[src/mmu_pkg.sv]
package mmu_pkg;

    // Sv32 field widths
    localparam int xlen       = 32;
    localparam int vpn_w      = 10;
    localparam int ppn_w      = 20;
    localparam int page_off_w = 12;

    // TLB geometry, direct mapped on the low VPN bits
    localparam int tlb_entries = 16;
    localparam int tlb_idx_w   = $clog2(tlb_entries);
    localparam int tlb_tag_w   = 2 * vpn_w - tlb_idx_w;

    typedef enum logic [1:0] {
        access_code  = 2'd0,
        access_read  = 2'd1,
        access_write = 2'd2
    } access_t;

    typedef enum logic [1:0] {
        priv_u = 2'd0,
        priv_s = 2'd1,
        priv_m = 2'd3
    } priv_t;

    // Sv32 PTE, bit 0 is v
    typedef struct packed {
        // Upper PPN bits, ignored with 32-bit physical addresses
        logic [1:0]       ppn_hi;
        logic [ppn_w-1:0] ppn;
        logic [1:0]       rsw;
        logic             d;
        logic             a;
        logic             g;
        logic             u;
        logic             x;
        logic             w;
        logic             r;
        logic             v;
    } pte_t;

    typedef struct packed {
        logic [ppn_w-1:0] ppn;
        logic             superpage;
    } tlb_entry_t;

    typedef enum logic [xlen-1:0] {
        cause_fetch_pf = 32'd12,
        cause_load_pf  = 32'd13,
        cause_store_pf = 32'd15
    } cause_t;

    typedef struct packed {
        logic             ok;
        logic             superpage;
        logic [ppn_w-1:0] ppn;
        cause_t           cause;
    } walk_result_t;

    // Page fault cause for an access kind
    function automatic cause_t access_cause(access_t access);
        case (access)
            access_code: return cause_fetch_pf;
            access_read: return cause_load_pf;
            default:     return cause_store_pf;
        endcase
    endfunction

endpackage

[src/mem_bus_if.sv]
`timescale 1ns/1ps

interface mem_bus_if;

    logic [mmu_pkg::xlen-1:0] adr;
    logic [mmu_pkg::xlen-1:0] dat_w;
    logic [mmu_pkg::xlen-1:0] dat_r;
    logic                     we;
    logic                     cyc;
    logic                     stb;
    logic                     ack;

    // Wishbone classic, single outstanding cycle
    modport master (
        output adr, dat_w, we, cyc, stb,
        input  dat_r, ack
    );

    modport slave (
        input  adr, dat_w, we, cyc, stb,
        output dat_r, ack
    );

endinterface

[src/access_ctrl.sv]
`timescale 1ns/1ps

module access_ctrl (
    input  logic                  CLK,
    input  logic                  reset,
    input  logic                  cpu_cyc,
    input  logic                  cpu_stb,
    input  logic                  cpu_we,
    input  mmu_pkg::access_t      cpu_access,
    input  logic [31:0]           cpu_adr,
    input  logic [31:0]           cpu_dat_w,
    output logic [31:0]           cpu_dat_r,
    output logic                  cpu_ack,
    output logic                  cpu_fault,
    output mmu_pkg::cause_t       cpu_cause,
    input  mmu_pkg::priv_t        priv,
    input  logic                  satp_mode,
    input  logic                  tlb_flush,
    input  logic                  hit_code,
    input  logic                  hit_read,
    input  logic                  hit_write,
    input  mmu_pkg::tlb_entry_t   entry_code,
    input  mmu_pkg::tlb_entry_t   entry_read,
    input  mmu_pkg::tlb_entry_t   entry_write,
    output logic                  fill_code,
    output logic                  fill_read,
    output logic                  fill_write,
    output mmu_pkg::tlb_entry_t   fill_entry,
    output logic                  walk_start,
    input  logic                  walk_done,
    input  mmu_pkg::walk_result_t walk_result,
    mem_bus_if.slave              walk_bus,
    mem_bus_if.master             mem_bus
);

    typedef enum logic [1:0] {
        s_idle,
        s_walk,
        s_data
    } state_t;

    state_t              state;
    logic                req;
    logic                bypass;
    logic                sel_hit;
    logic                fill_ok;
    mmu_pkg::tlb_entry_t sel_entry;
    logic [31:0]         tlb_paddr;
    logic [31:0]         paddr_q;

    // No new request while the ack is out or the TLBs are flushing
    assign req    = cpu_cyc && cpu_stb && !cpu_ack && !tlb_flush;
    assign bypass = (priv == mmu_pkg::priv_m) || !satp_mode;

    always_comb begin
        case (cpu_access)
            mmu_pkg::access_code: begin
                sel_hit   = hit_code;
                sel_entry = entry_code;
            end
            mmu_pkg::access_read: begin
                sel_hit   = hit_read;
                sel_entry = entry_read;
            end
            default: begin
                sel_hit   = hit_write;
                sel_entry = entry_write;
            end
        endcase
    end

    // Megapage keeps a 22-bit offset
    assign tlb_paddr = sel_entry.superpage ?
        {sel_entry.ppn[mmu_pkg::ppn_w-1:mmu_pkg::vpn_w],
         cpu_adr[mmu_pkg::vpn_w+mmu_pkg::page_off_w-1:0]} :
        {sel_entry.ppn, cpu_adr[mmu_pkg::page_off_w-1:0]};

    assign walk_start = (state == s_idle) && req && !bypass && !sel_hit;

    // Fill on a good walk result, the lookup retries from idle
    assign fill_ok          = (state == s_walk) && walk_done && walk_result.ok;
    assign fill_code        = fill_ok && (cpu_access == mmu_pkg::access_code);
    assign fill_read        = fill_ok && (cpu_access == mmu_pkg::access_read);
    assign fill_write       = fill_ok && (cpu_access == mmu_pkg::access_write);
    assign fill_entry.ppn       = walk_result.ppn;
    assign fill_entry.superpage = walk_result.superpage;

    // Memory bus owner, walker during a walk
    always_comb begin
        if (state == s_walk) begin
            mem_bus.cyc   = walk_bus.cyc;
            mem_bus.stb   = walk_bus.stb;
            mem_bus.adr   = walk_bus.adr;
            mem_bus.dat_w = walk_bus.dat_w;
            mem_bus.we    = walk_bus.we;
        end else begin
            mem_bus.cyc   = (state == s_data);
            mem_bus.stb   = (state == s_data);
            mem_bus.adr   = paddr_q;
            mem_bus.dat_w = cpu_dat_w;
            mem_bus.we    = (state == s_data) && cpu_we;
        end
    end

    assign walk_bus.dat_r = mem_bus.dat_r;
    assign walk_bus.ack   = (state == s_walk) && mem_bus.ack;

    always_ff @(posedge CLK) begin
        if (reset) begin
            state     <= s_idle;
            cpu_ack   <= 1'b0;
            cpu_fault <= 1'b0;
        end else begin
            cpu_ack   <= 1'b0;
            cpu_fault <= 1'b0;
            case (state)
                s_idle: begin
                    if (req) begin
                        state <= (bypass || sel_hit) ? s_data : s_walk;
                    end
                end
                s_walk: begin
                    if (walk_done) begin
                        state <= s_idle;
                        if (!walk_result.ok) begin
                            cpu_ack   <= 1'b1;
                            cpu_fault <= 1'b1;
                        end
                    end
                end
                s_data: begin
                    if (mem_bus.ack) begin
                        state   <= s_idle;
                        cpu_ack <= 1'b1;
                    end
                end
                default: state <= s_idle;
            endcase
        end
    end

    always_ff @(posedge CLK) begin
        if (state == s_idle) begin
            paddr_q <= bypass ? cpu_adr : tlb_paddr;
        end
        if ((state == s_data) && mem_bus.ack) begin
            cpu_dat_r <= mem_bus.dat_r;
        end
        if ((state == s_walk) && walk_done) begin
            cpu_cause <= walk_result.cause;
        end
    end

endmodule

[src/page_walker.sv]
`timescale 1ns/1ps

module page_walker (
    input  logic                  CLK,
    input  logic                  reset,
    input  logic                  start,
    input  logic [31:0]           vaddr,
    input  mmu_pkg::access_t      access,
    input  mmu_pkg::priv_t        priv,
    input  logic                  sum,
    input  logic                  mxr,
    input  logic [19:0]           root_ppn,
    output logic                  done,
    output mmu_pkg::walk_result_t result,
    mem_bus_if.master             bus
);

    typedef enum logic [2:0] {
        s_idle,
        s_read1,
        s_judge1,
        s_read0,
        s_judge0,
        s_update
    } state_t;

    state_t        state;
    mmu_pkg::pte_t pte1_q;
    mmu_pkg::pte_t pte0_q;
    mmu_pkg::pte_t leaf_pte;
    mmu_pkg::pte_t wb_pte;

    logic        leaf1, allowed1, update1;
    logic        leaf0, allowed0, update0;
    logic        at_l1;
    logic        judge_ok;
    logic        judge_upd;
    logic        descend;
    logic [31:0] pte1_adr;
    logic [31:0] pte0_adr;

    pte_check check_l1 (
        .pte         (pte1_q),
        .access      (access),
        .priv        (priv),
        .sum         (sum),
        .mxr         (mxr),
        .leaf        (leaf1),
        .allowed     (allowed1),
        .need_update (update1)
    );

    pte_check check_l0 (
        .pte         (pte0_q),
        .access      (access),
        .priv        (priv),
        .sum         (sum),
        .mxr         (mxr),
        .leaf        (leaf0),
        .allowed     (allowed0),
        .need_update (update0)
    );

    // PTE addresses, table page plus VPN times four
    assign pte1_adr = {root_ppn, vaddr[31:32-mmu_pkg::vpn_w], 2'b00};
    assign pte0_adr = {pte1_q.ppn, vaddr[31-mmu_pkg::vpn_w:mmu_pkg::page_off_w], 2'b00};

    assign at_l1     = (state == s_judge1);
    assign judge_ok  = at_l1 ? (leaf1 && allowed1) : (leaf0 && allowed0);
    assign judge_upd = at_l1 ? update1 : update0;
    // Valid pointer at level 1 leads to the next table
    assign descend   = at_l1 && pte1_q.v && !leaf1;

    // Write-back copy of the leaf with A, and D on stores
    assign leaf_pte = result.superpage ? pte1_q : pte0_q;

    always_comb begin
        wb_pte   = leaf_pte;
        wb_pte.a = 1'b1;
        if (access == mmu_pkg::access_write) begin
            wb_pte.d = 1'b1;
        end
    end

    assign bus.cyc   = (state == s_read1) || (state == s_read0) || (state == s_update);
    assign bus.stb   = bus.cyc;
    assign bus.we    = (state == s_update);
    assign bus.dat_w = wb_pte;

    always_comb begin
        case (state)
            s_read0:  bus.adr = pte0_adr;
            s_update: bus.adr = result.superpage ? pte1_adr : pte0_adr;
            default:  bus.adr = pte1_adr;
        endcase
    end

    always_ff @(posedge CLK) begin
        if (reset) begin
            state <= s_idle;
            done  <= 1'b0;
        end else begin
            done <= 1'b0;
            case (state)
                s_idle: begin
                    if (start) begin
                        state <= s_read1;
                    end
                end
                s_read1: begin
                    if (bus.ack) begin
                        state <= s_judge1;
                    end
                end
                s_read0: begin
                    if (bus.ack) begin
                        state <= s_judge0;
                    end
                end
                s_judge1, s_judge0: begin
                    if (descend) begin
                        state <= s_read0;
                    end else if (judge_ok && judge_upd) begin
                        state <= s_update;
                    end else begin
                        state <= s_idle;
                        done  <= 1'b1;
                    end
                end
                s_update: begin
                    if (bus.ack) begin
                        state <= s_idle;
                        done  <= 1'b1;
                    end
                end
                default: state <= s_idle;
            endcase
        end
    end

    always_ff @(posedge CLK) begin
        if ((state == s_read1) && bus.ack) begin
            pte1_q <= bus.dat_r;
        end
        if ((state == s_read0) && bus.ack) begin
            pte0_q <= bus.dat_r;
        end
        if ((state == s_judge1) || (state == s_judge0)) begin
            result.ok        <= judge_ok;
            result.superpage <= at_l1;
            result.ppn       <= at_l1 ? pte1_q.ppn : pte0_q.ppn;
            result.cause     <= mmu_pkg::access_cause(access);
        end
    end

endmodule

[src/pte_check.sv]
`timescale 1ns/1ps

module pte_check (
    input  mmu_pkg::pte_t    pte,
    input  mmu_pkg::access_t access,
    input  mmu_pkg::priv_t   priv,
    input  logic             sum,
    input  logic             mxr,
    output logic             leaf,
    output logic             allowed,
    output logic             need_update
);

    logic perm;
    logic reserved;
    logic user_fault;

    // Permission needed by the access kind
    always_comb begin
        case (access)
            mmu_pkg::access_code: perm = pte.x;
            mmu_pkg::access_read: perm = pte.r || (mxr && pte.x);
            default:              perm = pte.w;
        endcase
    end

    // Writable without readable is a reserved encoding
    assign reserved = pte.w && !pte.r;

    assign user_fault = ((priv == mmu_pkg::priv_u) && !pte.u) ||
                        ((priv == mmu_pkg::priv_s) && pte.u && !sum);

    assign leaf    = pte.r || pte.w || pte.x;
    assign allowed = pte.v && !reserved && perm && !user_fault;

    // A must be set on every access, D on writes
    assign need_update = !pte.a || ((access == mmu_pkg::access_write) && !pte.d);

endmodule

[src/sv32_mmu.sv]
`timescale 1ns/1ps

module sv32_mmu (
    input  logic             CLK,
    input  logic             reset,
    input  logic             cpu_cyc,
    input  logic             cpu_stb,
    input  logic             cpu_we,
    input  mmu_pkg::access_t cpu_access,
    input  logic [31:0]      cpu_adr,
    input  logic [31:0]      cpu_dat_w,
    output logic [31:0]      cpu_dat_r,
    output logic             cpu_ack,
    output logic             cpu_fault,
    output mmu_pkg::cause_t  cpu_cause,
    input  mmu_pkg::priv_t   priv,
    input  logic             satp_mode,
    input  logic [19:0]      satp_ppn,
    input  logic             mstatus_sum,
    input  logic             mstatus_mxr,
    input  logic             tlb_flush,
    output logic             mem_cyc,
    output logic             mem_stb,
    output logic             mem_we,
    output logic [31:0]      mem_adr,
    output logic [31:0]      mem_dat_w,
    input  logic [31:0]      mem_dat_r,
    input  logic             mem_ack
);

    mem_bus_if walk_bus ();
    mem_bus_if mem_bus ();

    logic                  hit_code, hit_read, hit_write;
    logic                  fill_code, fill_read, fill_write;
    mmu_pkg::tlb_entry_t   entry_code, entry_read, entry_write;
    mmu_pkg::tlb_entry_t   fill_entry;
    logic                  walk_start;
    logic                  walk_done;
    mmu_pkg::walk_result_t walk_result;

    tlb tlb_code (
        .CLK        (CLK),
        .reset      (reset),
        .flush      (tlb_flush),
        .fill       (fill_code),
        .fill_vpn   (cpu_adr[31:12]),
        .fill_entry (fill_entry),
        .lookup_vpn (cpu_adr[31:12]),
        .hit        (hit_code),
        .entry      (entry_code)
    );

    tlb tlb_read (
        .CLK        (CLK),
        .reset      (reset),
        .flush      (tlb_flush),
        .fill       (fill_read),
        .fill_vpn   (cpu_adr[31:12]),
        .fill_entry (fill_entry),
        .lookup_vpn (cpu_adr[31:12]),
        .hit        (hit_read),
        .entry      (entry_read)
    );

    tlb tlb_write (
        .CLK        (CLK),
        .reset      (reset),
        .flush      (tlb_flush),
        .fill       (fill_write),
        .fill_vpn   (cpu_adr[31:12]),
        .fill_entry (fill_entry),
        .lookup_vpn (cpu_adr[31:12]),
        .hit        (hit_write),
        .entry      (entry_write)
    );

    page_walker walker (
        .CLK      (CLK),
        .reset    (reset),
        .start    (walk_start),
        .vaddr    (cpu_adr),
        .access   (cpu_access),
        .priv     (priv),
        .sum      (mstatus_sum),
        .mxr      (mstatus_mxr),
        .root_ppn (satp_ppn),
        .done     (walk_done),
        .result   (walk_result),
        .bus      (walk_bus.master)
    );

    access_ctrl ctrl (
        .CLK         (CLK),
        .reset       (reset),
        .cpu_cyc     (cpu_cyc),
        .cpu_stb     (cpu_stb),
        .cpu_we      (cpu_we),
        .cpu_access  (cpu_access),
        .cpu_adr     (cpu_adr),
        .cpu_dat_w   (cpu_dat_w),
        .cpu_dat_r   (cpu_dat_r),
        .cpu_ack     (cpu_ack),
        .cpu_fault   (cpu_fault),
        .cpu_cause   (cpu_cause),
        .priv        (priv),
        .satp_mode   (satp_mode),
        .tlb_flush   (tlb_flush),
        .hit_code    (hit_code),
        .hit_read    (hit_read),
        .hit_write   (hit_write),
        .entry_code  (entry_code),
        .entry_read  (entry_read),
        .entry_write (entry_write),
        .fill_code   (fill_code),
        .fill_read   (fill_read),
        .fill_write  (fill_write),
        .fill_entry  (fill_entry),
        .walk_start  (walk_start),
        .walk_done   (walk_done),
        .walk_result (walk_result),
        .walk_bus    (walk_bus.slave),
        .mem_bus     (mem_bus.master)
    );

    // Memory side of the bus leaves as plain ports
    assign mem_cyc       = mem_bus.cyc;
    assign mem_stb       = mem_bus.stb;
    assign mem_we        = mem_bus.we;
    assign mem_adr       = mem_bus.adr;
    assign mem_dat_w     = mem_bus.dat_w;
    assign mem_bus.dat_r = mem_dat_r;
    assign mem_bus.ack   = mem_ack;

endmodule

[src/tlb.sv]
`timescale 1ns/1ps

module tlb (
    input  logic                CLK,
    input  logic                reset,
    input  logic                flush,
    input  logic                fill,
    input  logic [19:0]         fill_vpn,
    input  mmu_pkg::tlb_entry_t fill_entry,
    input  logic [19:0]         lookup_vpn,
    output logic                hit,
    output mmu_pkg::tlb_entry_t entry
);

    logic [mmu_pkg::tlb_entries-1:0] valid;
    logic [mmu_pkg::tlb_tag_w-1:0]   tag_mem   [mmu_pkg::tlb_entries];
    mmu_pkg::tlb_entry_t             entry_mem [mmu_pkg::tlb_entries];

    logic [mmu_pkg::tlb_idx_w-1:0]   lookup_idx;
    logic [mmu_pkg::tlb_tag_w-1:0]   lookup_tag;
    logic [mmu_pkg::tlb_idx_w-1:0]   fill_idx;
    logic [mmu_pkg::tlb_tag_w-1:0]   fill_tag;

    assign lookup_idx = lookup_vpn[mmu_pkg::tlb_idx_w-1:0];
    assign lookup_tag = lookup_vpn[19:mmu_pkg::tlb_idx_w];
    assign fill_idx   = fill_vpn[mmu_pkg::tlb_idx_w-1:0];
    assign fill_tag   = fill_vpn[19:mmu_pkg::tlb_idx_w];

    // Combinational lookup
    assign hit   = valid[lookup_idx] && (tag_mem[lookup_idx] == lookup_tag);
    assign entry = entry_mem[lookup_idx];

    always_ff @(posedge CLK) begin
        if (reset || flush) begin
            valid <= '0;
        end else if (fill) begin
            valid[fill_idx] <= 1'b1;
        end
    end

    always_ff @(posedge CLK) begin
        if (fill) begin
            tag_mem[fill_idx]   <= fill_tag;
            entry_mem[fill_idx] <= fill_entry;
        end
    end

endmodule
[config.mk]
export PLATFORM = sky130hd
export DESIGN_NAME = sv32_mmu
export DESIGN_NICKNAME = d
export VERILOG_FILES = /design/src/mmu_pkg.sv /design/src/mem_bus_if.sv /design/src/access_ctrl.sv /design/src/page_walker.sv /design/src/pte_check.sv /design/src/sv32_mmu.sv /design/src/tlb.sv
export SDC_FILE = /design/constraint.sdc
export NUM_CORES = 2
export LEC_CHECK = 0
export BUFFER_PORTS_ARGS = -buffer_cell sky130_fd_sc_hd__buf_2
export CAP_MARGIN = 40
export CORE_ASPECT_RATIO = 0.9
export CORE_MARGIN = 8
export CORE_UTILIZATION = 35
export DETAILED_ROUTE_END_ITERATION = 10
export GPL_ROUTABILITY_DRIVEN = 0
export GPL_TIMING_DRIVEN = 0
export HOLD_SLACK_MARGIN = 0.02
export PLACE_DENSITY = 0.59
export SLEW_MARGIN = 20
export SYNTH_ARGS = -nofsm -noshare
export SYNTH_HDL_FRONTEND = slang
export SYNTH_SLANG_ARGS = --single-unit
[constraint.sdc]
create_clock -name CLK -period 5.91 [get_ports CLK]
set_clock_uncertainty 0.15 [all_clocks]
set_input_delay 1.182 -clock CLK [delete_from_list [all_inputs] [get_ports CLK]]
set_output_delay 1.182 -clock CLK [all_outputs]
set_load 0.005 [all_outputs]
# == Word level (Yosys, flattened, before mapping) ==
# Memory sizes are Yosys's and may differ from the RTL's.
# Index checks and enable logic that the tools add are counted.
# word_totals
out_inout_bits,133
in_bits,130
memories,6
wordCells,208
register_bits,270
ramBits,1776
# mem_list
memory,words,width,read_ports,rd_clocked_by_memory_dff,wr,line_no,text
tlb_code.entry_mem,16,21,1,0,1,tlb.sv:17,mmu_pkg::tlb_entry_t entry_mem [mmu_pkg::tlb_entries];
tlb_read.entry_mem,16,21,1,0,1,tlb.sv:17,
tlb_write.entry_mem,16,21,1,0,1,tlb.sv:17,
tlb_code.tag_mem,16,16,1,0,1,tlb.sv:16,logic [mmu_pkg::tlb_tag_w-1:0] tag_mem [mmu_pkg::tlb_entries];
tlb_read.tag_mem,16,16,1,0,1,tlb.sv:16,
tlb_write.tag_mem,16,16,1,0,1,tlb.sv:16,
# classes
n_reduce_logical,86
bitwise_logic,4
n_lt_le_gt_ge,2
mux,52
n_eq_ne,21
# ops
cell,count
32-bit two-way mux,5
32-bit case mux with 2 select lines,1
16-bit equality test,3
16-bit bitwise OR,3
1-bit logical AND,43
21-bit case mux with 2 select lines,1
22-bit two-way mux,1
1-bit two-way mux,21
20-bit two-way mux,1
1-bit zero test,19
3-bit two-way mux,6
1-bit logical OR,16
3-bit case mux with 5 select lines,1
1-bit binary-select mux with 4-bit select,3
1-bit case mux with 2 select lines,5
2-bit two-way mux,4
2-bit by 1-bit inequality test with 1-bit output (second input constant),4
2-bit by 1-bit equality test with 1-bit output (second input constant),3
2-bit equality test (second input constant),3
3-bit by 2-bit equality test with 1-bit output (second input constant),2
3-bit equality test (second input constant),2
2-bit zero test,3
2-bit inequality test (second input constant),3
2-bit case mux with 3 select lines,1
other kinds (10),11

# == Logic depth before layout (Yosys ltp) ==
# logic_depth
ltp_word,12
mapped_depth,15
depth_no_buf,10

# == Cells and area by module ==
# A second synthesis with hierarchy kept.
# unflattened
hier_cells,3584
hier_area_um2,79849.1
# by_module_without_submodules
mod,seq_area_each_um2,n_inst,area_each_um2,cells_per_inst
tlb at tlb_read ...,18097.4,2,23398.7,960
tlb at tlb_code,18097.4,1,23591.4,1016
access_ctrl,2962.8,1,5107.4,358
page_walker,2722.6,1,4215.3,266
pte_check,0.0,2,68.8,12

# == Worst setup path after synthesis ==
# OpenSTA, ideal clock, no wires.
# synth_path
path_type,input port to flip-flop
startpoint,input cpu_adr[13]
endpoint,memory tlb_read.entry_mem[6][0] (netlist bit) (enable)
path_stages,11
slack_ps,-306
path_buffers,9
setup_time_ps,480
arrival_time_ps,5586
required_ps,5280
cell_sequence,buf_6 buf_6 buf_6 buf_6 buf_4 buf_2 buf_2 buf_2 buf_2 nand2_1 nor3_1
# synth_rtl
element,line_no,text
start: declaration,sv32_mmu.sv:10,"input logic [31:0] cpu_adr,"
end: declaration,tlb.sv:17,
# No word-level cell before the write port.

# == Worst setup path in the final report ==
# layout_path
startpoint,input cpu_adr[13]
endpoint,output mem_adr[3]
# layout_between
elab_chain_len,3
# layout_lines
element,line_no,text
32-bit two-way mux,page_walker.sv:93,s_update: bus.adr = result.superpage ? pte1_adr : pte0_adr;
32-bit case mux with 2 select lines (*),page_walker.sv:91,case (state)
32-bit two-way mux (*),access_ctrl.sv:90,if (state == s_walk) begin
end: declaration,sv32_mmu.sv:25,"output logic [31:0] mem_adr,"
# Mark *: on every way between the ends. The rest lies on a longest branch, timed or not.

==> run_summary.xml <==
<?xml version="1.0" encoding="UTF-8"?>
<metrics>
  <group name="drt">
    <metric name="initialDrtViolationCount" unit="">6247</metric>
    <metric name="dr.pass1.iters" unit="">6</metric>
    <metric name="vias" unit="">42173</metric>
    <metric name="wl_per_cell" unit="um">32.74</metric>
    <metric name="drc_errors" unit="">0</metric>
    <metric name="drt.antenna.violating_nets" unit="">0</metric>
    <metric name="drt-total-wl" unit="um">243100</metric>
    <metric name="post_drt_via_cell_ratio" unit="">5.678</metric>
  </group>
  <group name="final_layout">
    <metric name="postLayoutCoreUtil" unit="">0.4257</metric>
    <metric name="finalInstanceArea" unit="sq um">94080</metric>
    <metric name="drive_gt1_frac" unit="">0.3253</metric>
    <metric name="final_cells" unit="">7427</metric>
    <metric name="layout.cells.most_common" unit="">sky130_fd_sc_hd__edfxtp_1</metric>
    <metric name="areaGrowthSynthToFinish" unit="%">21.36</metric>
    <metric name="filler_cell_count" unit="">18837</metric>
    <metric name="finalNetCount" unit="">4483</metric>
    <metric name="layout_common_cells" unit="">sky130_fd_sc_hd__edfxtp_1 (1,930), sky130_fd_sc_hd__mux4_2 (461), sky130_fd_sc_hd__buf_2 (304)</metric>
  </group>
  <group name="clock_tree">
    <metric name="post_cts.repair.setup_buffers" unit="">0</metric>
    <metric name="clk_path_buf_depth" unit="">3</metric>
    <metric name="cts_tree" unit="">yes</metric>
    <metric name="clock_edge_transition_at_the_registers_on_the_reported_setup_and_hold_paths" unit="ns">0.06</metric>
    <metric name="cts_num_sinks" unit="">1986</metric>
    <metric name="ctsRootBufferMaster" unit="">sky130_fd_sc_hd__clkbuf_16</metric>
    <metric name="clock_insertion_delay_worst_skew" unit="ns">0.85</metric>
    <metric name="tritoncts.num_buffers" unit="">198</metric>
    <metric name="htree_levels" unit="">4</metric>
    <metric name="cts.hold.buffers_added" unit="">0</metric>
  </group>
  <group name="setup_path">
    <metric name="timing.critical_path.arrival" unit="ns">4.45</metric>
    <metric name="biggest_fanout_along_the_worst_timing_path" unit="">28</metric>
    <metric name="criticalPathCategory" unit="">input port to primary output</metric>
    <metric name="cp-start-kind" unit="">input port</metric>
    <metric name="worst_path_required_time" unit="ns">4.58</metric>
    <metric name="crit_path_end_kind" unit="">primary output</metric>
  </group>
  <group name="timing">
    <metric name="timing.final.max_slew_violations" unit="">0</metric>
    <metric name="setup_repair_after_global_routing_missed_its_margin" unit="">false</metric>
    <metric name="period_share" unit="">0.9778</metric>
    <metric name="layout_min_cycle_time" unit="ns">5.779</metric>
    <metric name="final_hold_viol_count" unit="">0</metric>
    <metric name="worst_slew_pin_slew" unit="ns">1.061</metric>
    <metric name="max_freq" unit="GHz">0.1730</metric>
    <metric name="setup_viol" unit="">0</metric>
    <metric name="slew_headroom" unit="">0.2924</metric>
  </group>
  <group name="power_and_ir_drop">
    <metric name="total_leakage_power" unit="uW">0.03111</metric>
    <metric name="power.ir.vdd_worst" unit="uV">338.2</metric>
    <metric name="power-per-cell-area" unit="nW/um^2">321.5</metric>
    <metric name="finalPower" unit="uW">30250</metric>
  </group>
  <group name="yosys">
    <metric name="synth-main-ff-cell" unit="">sky130_fd_sc_hd__edfxtp_1</metric>
    <metric name="synth_adder_area_share" unit="">0.0004842</metric>
    <metric name="synth.yosys.seq_area_share" unit="">0.7620</metric>
    <metric name="main_combinational_cell_family_by_area_after_synthesis" unit="">multiplexers</metric>
    <metric name="post_synth_xor_area_fraction" unit="">0.006214</metric>
    <metric name="avgSynthCellArea" unit="sq um">21.25</metric>
    <metric name="ys_seq_elements" unit="">1986</metric>
    <metric name="post_synth_num_cell_types" unit="">62</metric>
    <metric name="synth_compound_area_frac" unit="">0.02618</metric>
    <metric name="netlist_area" unit="sq um">77530</metric>
    <metric name="synthesis.instances" unit="">3649</metric>
    <metric name="synth-warning-count" unit="">0</metric>
    <metric name="synth_enable_flop_cells" unit="">1930</metric>
    <metric name="synth_mux_area_frac" unit="">0.1708</metric>
    <metric name="synthSimpleGateAreaFrac" unit="">0.01687</metric>
    <metric name="async_sr_flop_fraction" unit="">0</metric>
  </group>
  <group name="floorplanning">
    <metric name="std_cell_rows" unit="">164</metric>
    <metric name="io_pins" unit="">263</metric>
    <metric name="initial_core_util" unit="">0.3508</metric>
    <metric name="die_w" unit="um">512.1</metric>
    <metric name="die_h" unit="um">462.5</metric>
    <metric name="core_area" unit="sq um">221000</metric>
    <metric name="design.die.area" unit="sq um">236800</metric>
  </group>
  <group name="worst_hold_path">
    <metric name="timing.hold.worst.class" unit="">register to register</metric>
  </group>
  <group name="job">
    <metric name="drv.max_cap_violation_count" unit="">0</metric>
  </group>
  <group name="global_route">
    <metric name="grt_first_pass_wirelength" unit="um">334200</metric>
    <metric name="grt_max_degree" unit="">50</metric>
    <metric name="grt_antenna_before_repair" unit="">27</metric>
    <metric name="grt_pass1_vias" unit="">41511</metric>
    <metric name="grt_use_total" unit="">0.1985</metric>
    <metric name="globalRoute.totalOverflow" unit="">0</metric>
  </group>
  <group name="placed_design">
    <metric name="postPlaceCellArea" unit="sq um">87220</metric>
    <metric name="dp_hpwl" unit="um">170100</metric>
    <metric name="dpl.cell_count" unit="">7043</metric>
    <metric name="placement.io_buffers" unit="">226</metric>
  </group>
  <group name="status">
    <metric name="outcome" unit="">finished, final reports clean</metric>
  </group>
</metrics>
-- metal layers --
metal | global-route usage | vias up | wire (um)
li1 | - | 16539 | -
met1 | 0.2806 | 22491 | 98760
met2 | 0.3016 | 2657 | 108800
met3 | 0.04827 | 480 | 26440
met4 | 0.06803 | 6 | 9086
met5 | 0 | - | 34
-- worst paths after layout --
| kind | slack [ns] | from | cells after the start | end |
|---|---|---|---|---|
| hold reg to reg | 0.28 | walker.result[1] | 0 | ctrl.cpu_cause[1] |
| setup / recovery | 0.13 | cpu_adr[13] | 10 | mem_adr[3] |
| setup reg to reg | 1.85 | tlb_write.tag_mem[11][7] | 10 | walker.state[0] |
| hold / removal | 0.28 | walker.result[1] | 0 | ctrl.cpu_cause[1] |
-- cell usage after synthesis, types with 23 or more instances --
library cell               instances  area (sq um)
sky130_fd_sc_hd__dfxtp_1          56          1121
sky130_fd_sc_hd__buf_2            74         370.4
sky130_fd_sc_hd__xnor2_1          26         227.7
sky130_fd_sc_hd__a21oi_1         104         520.5
sky130_fd_sc_hd__nand2_1          66         247.7
sky130_fd_sc_hd__edfxtp_1       1930         57960
sky130_fd_sc_hd__mux2i_1         237          2372
sky130_fd_sc_hd__xor2_1           29         254.0
sky130_fd_sc_hd__a22oi_1          23         172.7
sky130_fd_sc_hd__o21a_1           48         360.4
sky130_fd_sc_hd__o21ai_0          35         175.2
sky130_fd_sc_hd__buf_1            24         90.09
sky130_fd_sc_hd__buf_4            51         382.9
sky130_fd_sc_hd__clkbuf_1         77         289.0
sky130_fd_sc_hd__nor2_1          155         581.8
sky130_fd_sc_hd__mux4_2          461         10380
sky130_fd_sc_hd__mux2_2           43         484.2
-- critical path, cell delays in order --
cell                      delay (ns)
sky130_fd_sc_hd__buf_6          0.18
sky130_fd_sc_hd__buf_6          0.22
sky130_fd_sc_hd__buf_6          0.25
sky130_fd_sc_hd__buf_6          0.26
sky130_fd_sc_hd__buf_4          0.64
sky130_fd_sc_hd__buf_2          0.55
sky130_fd_sc_hd__buf_2          0.40
sky130_fd_sc_hd__mux2i_1        0.25
sky130_fd_sc_hd__a21oi_1        0.23
sky130_fd_sc_hd__buf_2          0.17
-- layout make-up --
type / instances / area (sq um) / area share
Tap cell: 2905 / 3635 / 0.03863
Clock inverter: 103 / 1194 / 0.01269
Sequential cell: 1986 / 59080 / 0.6279
Clock buffer: 257 / 5423 / 0.05764
Antenna cell: 12 / 30.03 / 0.0003192
Inverter: 15 / 56.30 / 0.0005984
Buffer: 238 / 1296 / 0.01378
Multi-Input combinational cell: 1436 / 17620 / 0.1872
Timing Repair Buffer: 475 / 5757 / 0.06119
-- through the flow --
| stage | hold WS, ns | setup TNS, ns | setup WS, ns |
|---|---|---|---|
| floorplan | 0.2503 | -34.01 | -0.3055 |
| global placement | 0.2540 | -6514.90 | -7.504 |
| detailed placement | 0.2561 | -89.60 | -0.5132 |
| CTS | 0.2723 | 0 | 0.1103 |
| global route | 0.2839 | 0 | 0.1258 |
| finish | 0.2753 | 0 | 0.1313 |
-- power by group --
group | switching [uW] | internal, uW
Clock | 5370 | 7430
Sequential | 27.2 | 15400
Combinational | 1260 | 743
-- logic make-up (layout without fill, tap and decap cells) --
logic type      count (synthesis)  count (layout)
flops                        1986            1986
mux                           741             741
compound gates                306             306
simple gates                  301             301
buf+inv                       255            1088
xor+xnor                       55              55
fa+ha+maj                       3               3
other cells                     2              42
-- registers in the layout, indices dropped and copies added (netlist names), 2 cells and up --
name and count:
tlb_code.entry_mem 336, tlb_read.entry_mem 336, tlb_write.entry_mem 336, tlb_code.tag_mem 256, tlb_read.tag_mem 256, tlb_write.tag_mem 256
ctrl.cpu_dat_r 32, ctrl.paddr_q 32, walker.pte0_q 32, walker.result 24, walker.pte0_adr 20, tlb_code.valid 16
tlb_read.valid 16, tlb_write.valid 16, walker.pte1_q 12, walker.state 3, ctrl.cpu_cause 2, ctrl.state 2
-- what timing repair did --
item / CTS / global route
resized for setup: 0 / 1
endpoints found under the setup margin: 1 / 1
pin swaps: 0 / 0
Note: power is estimated with default switching activity, not from simulation.
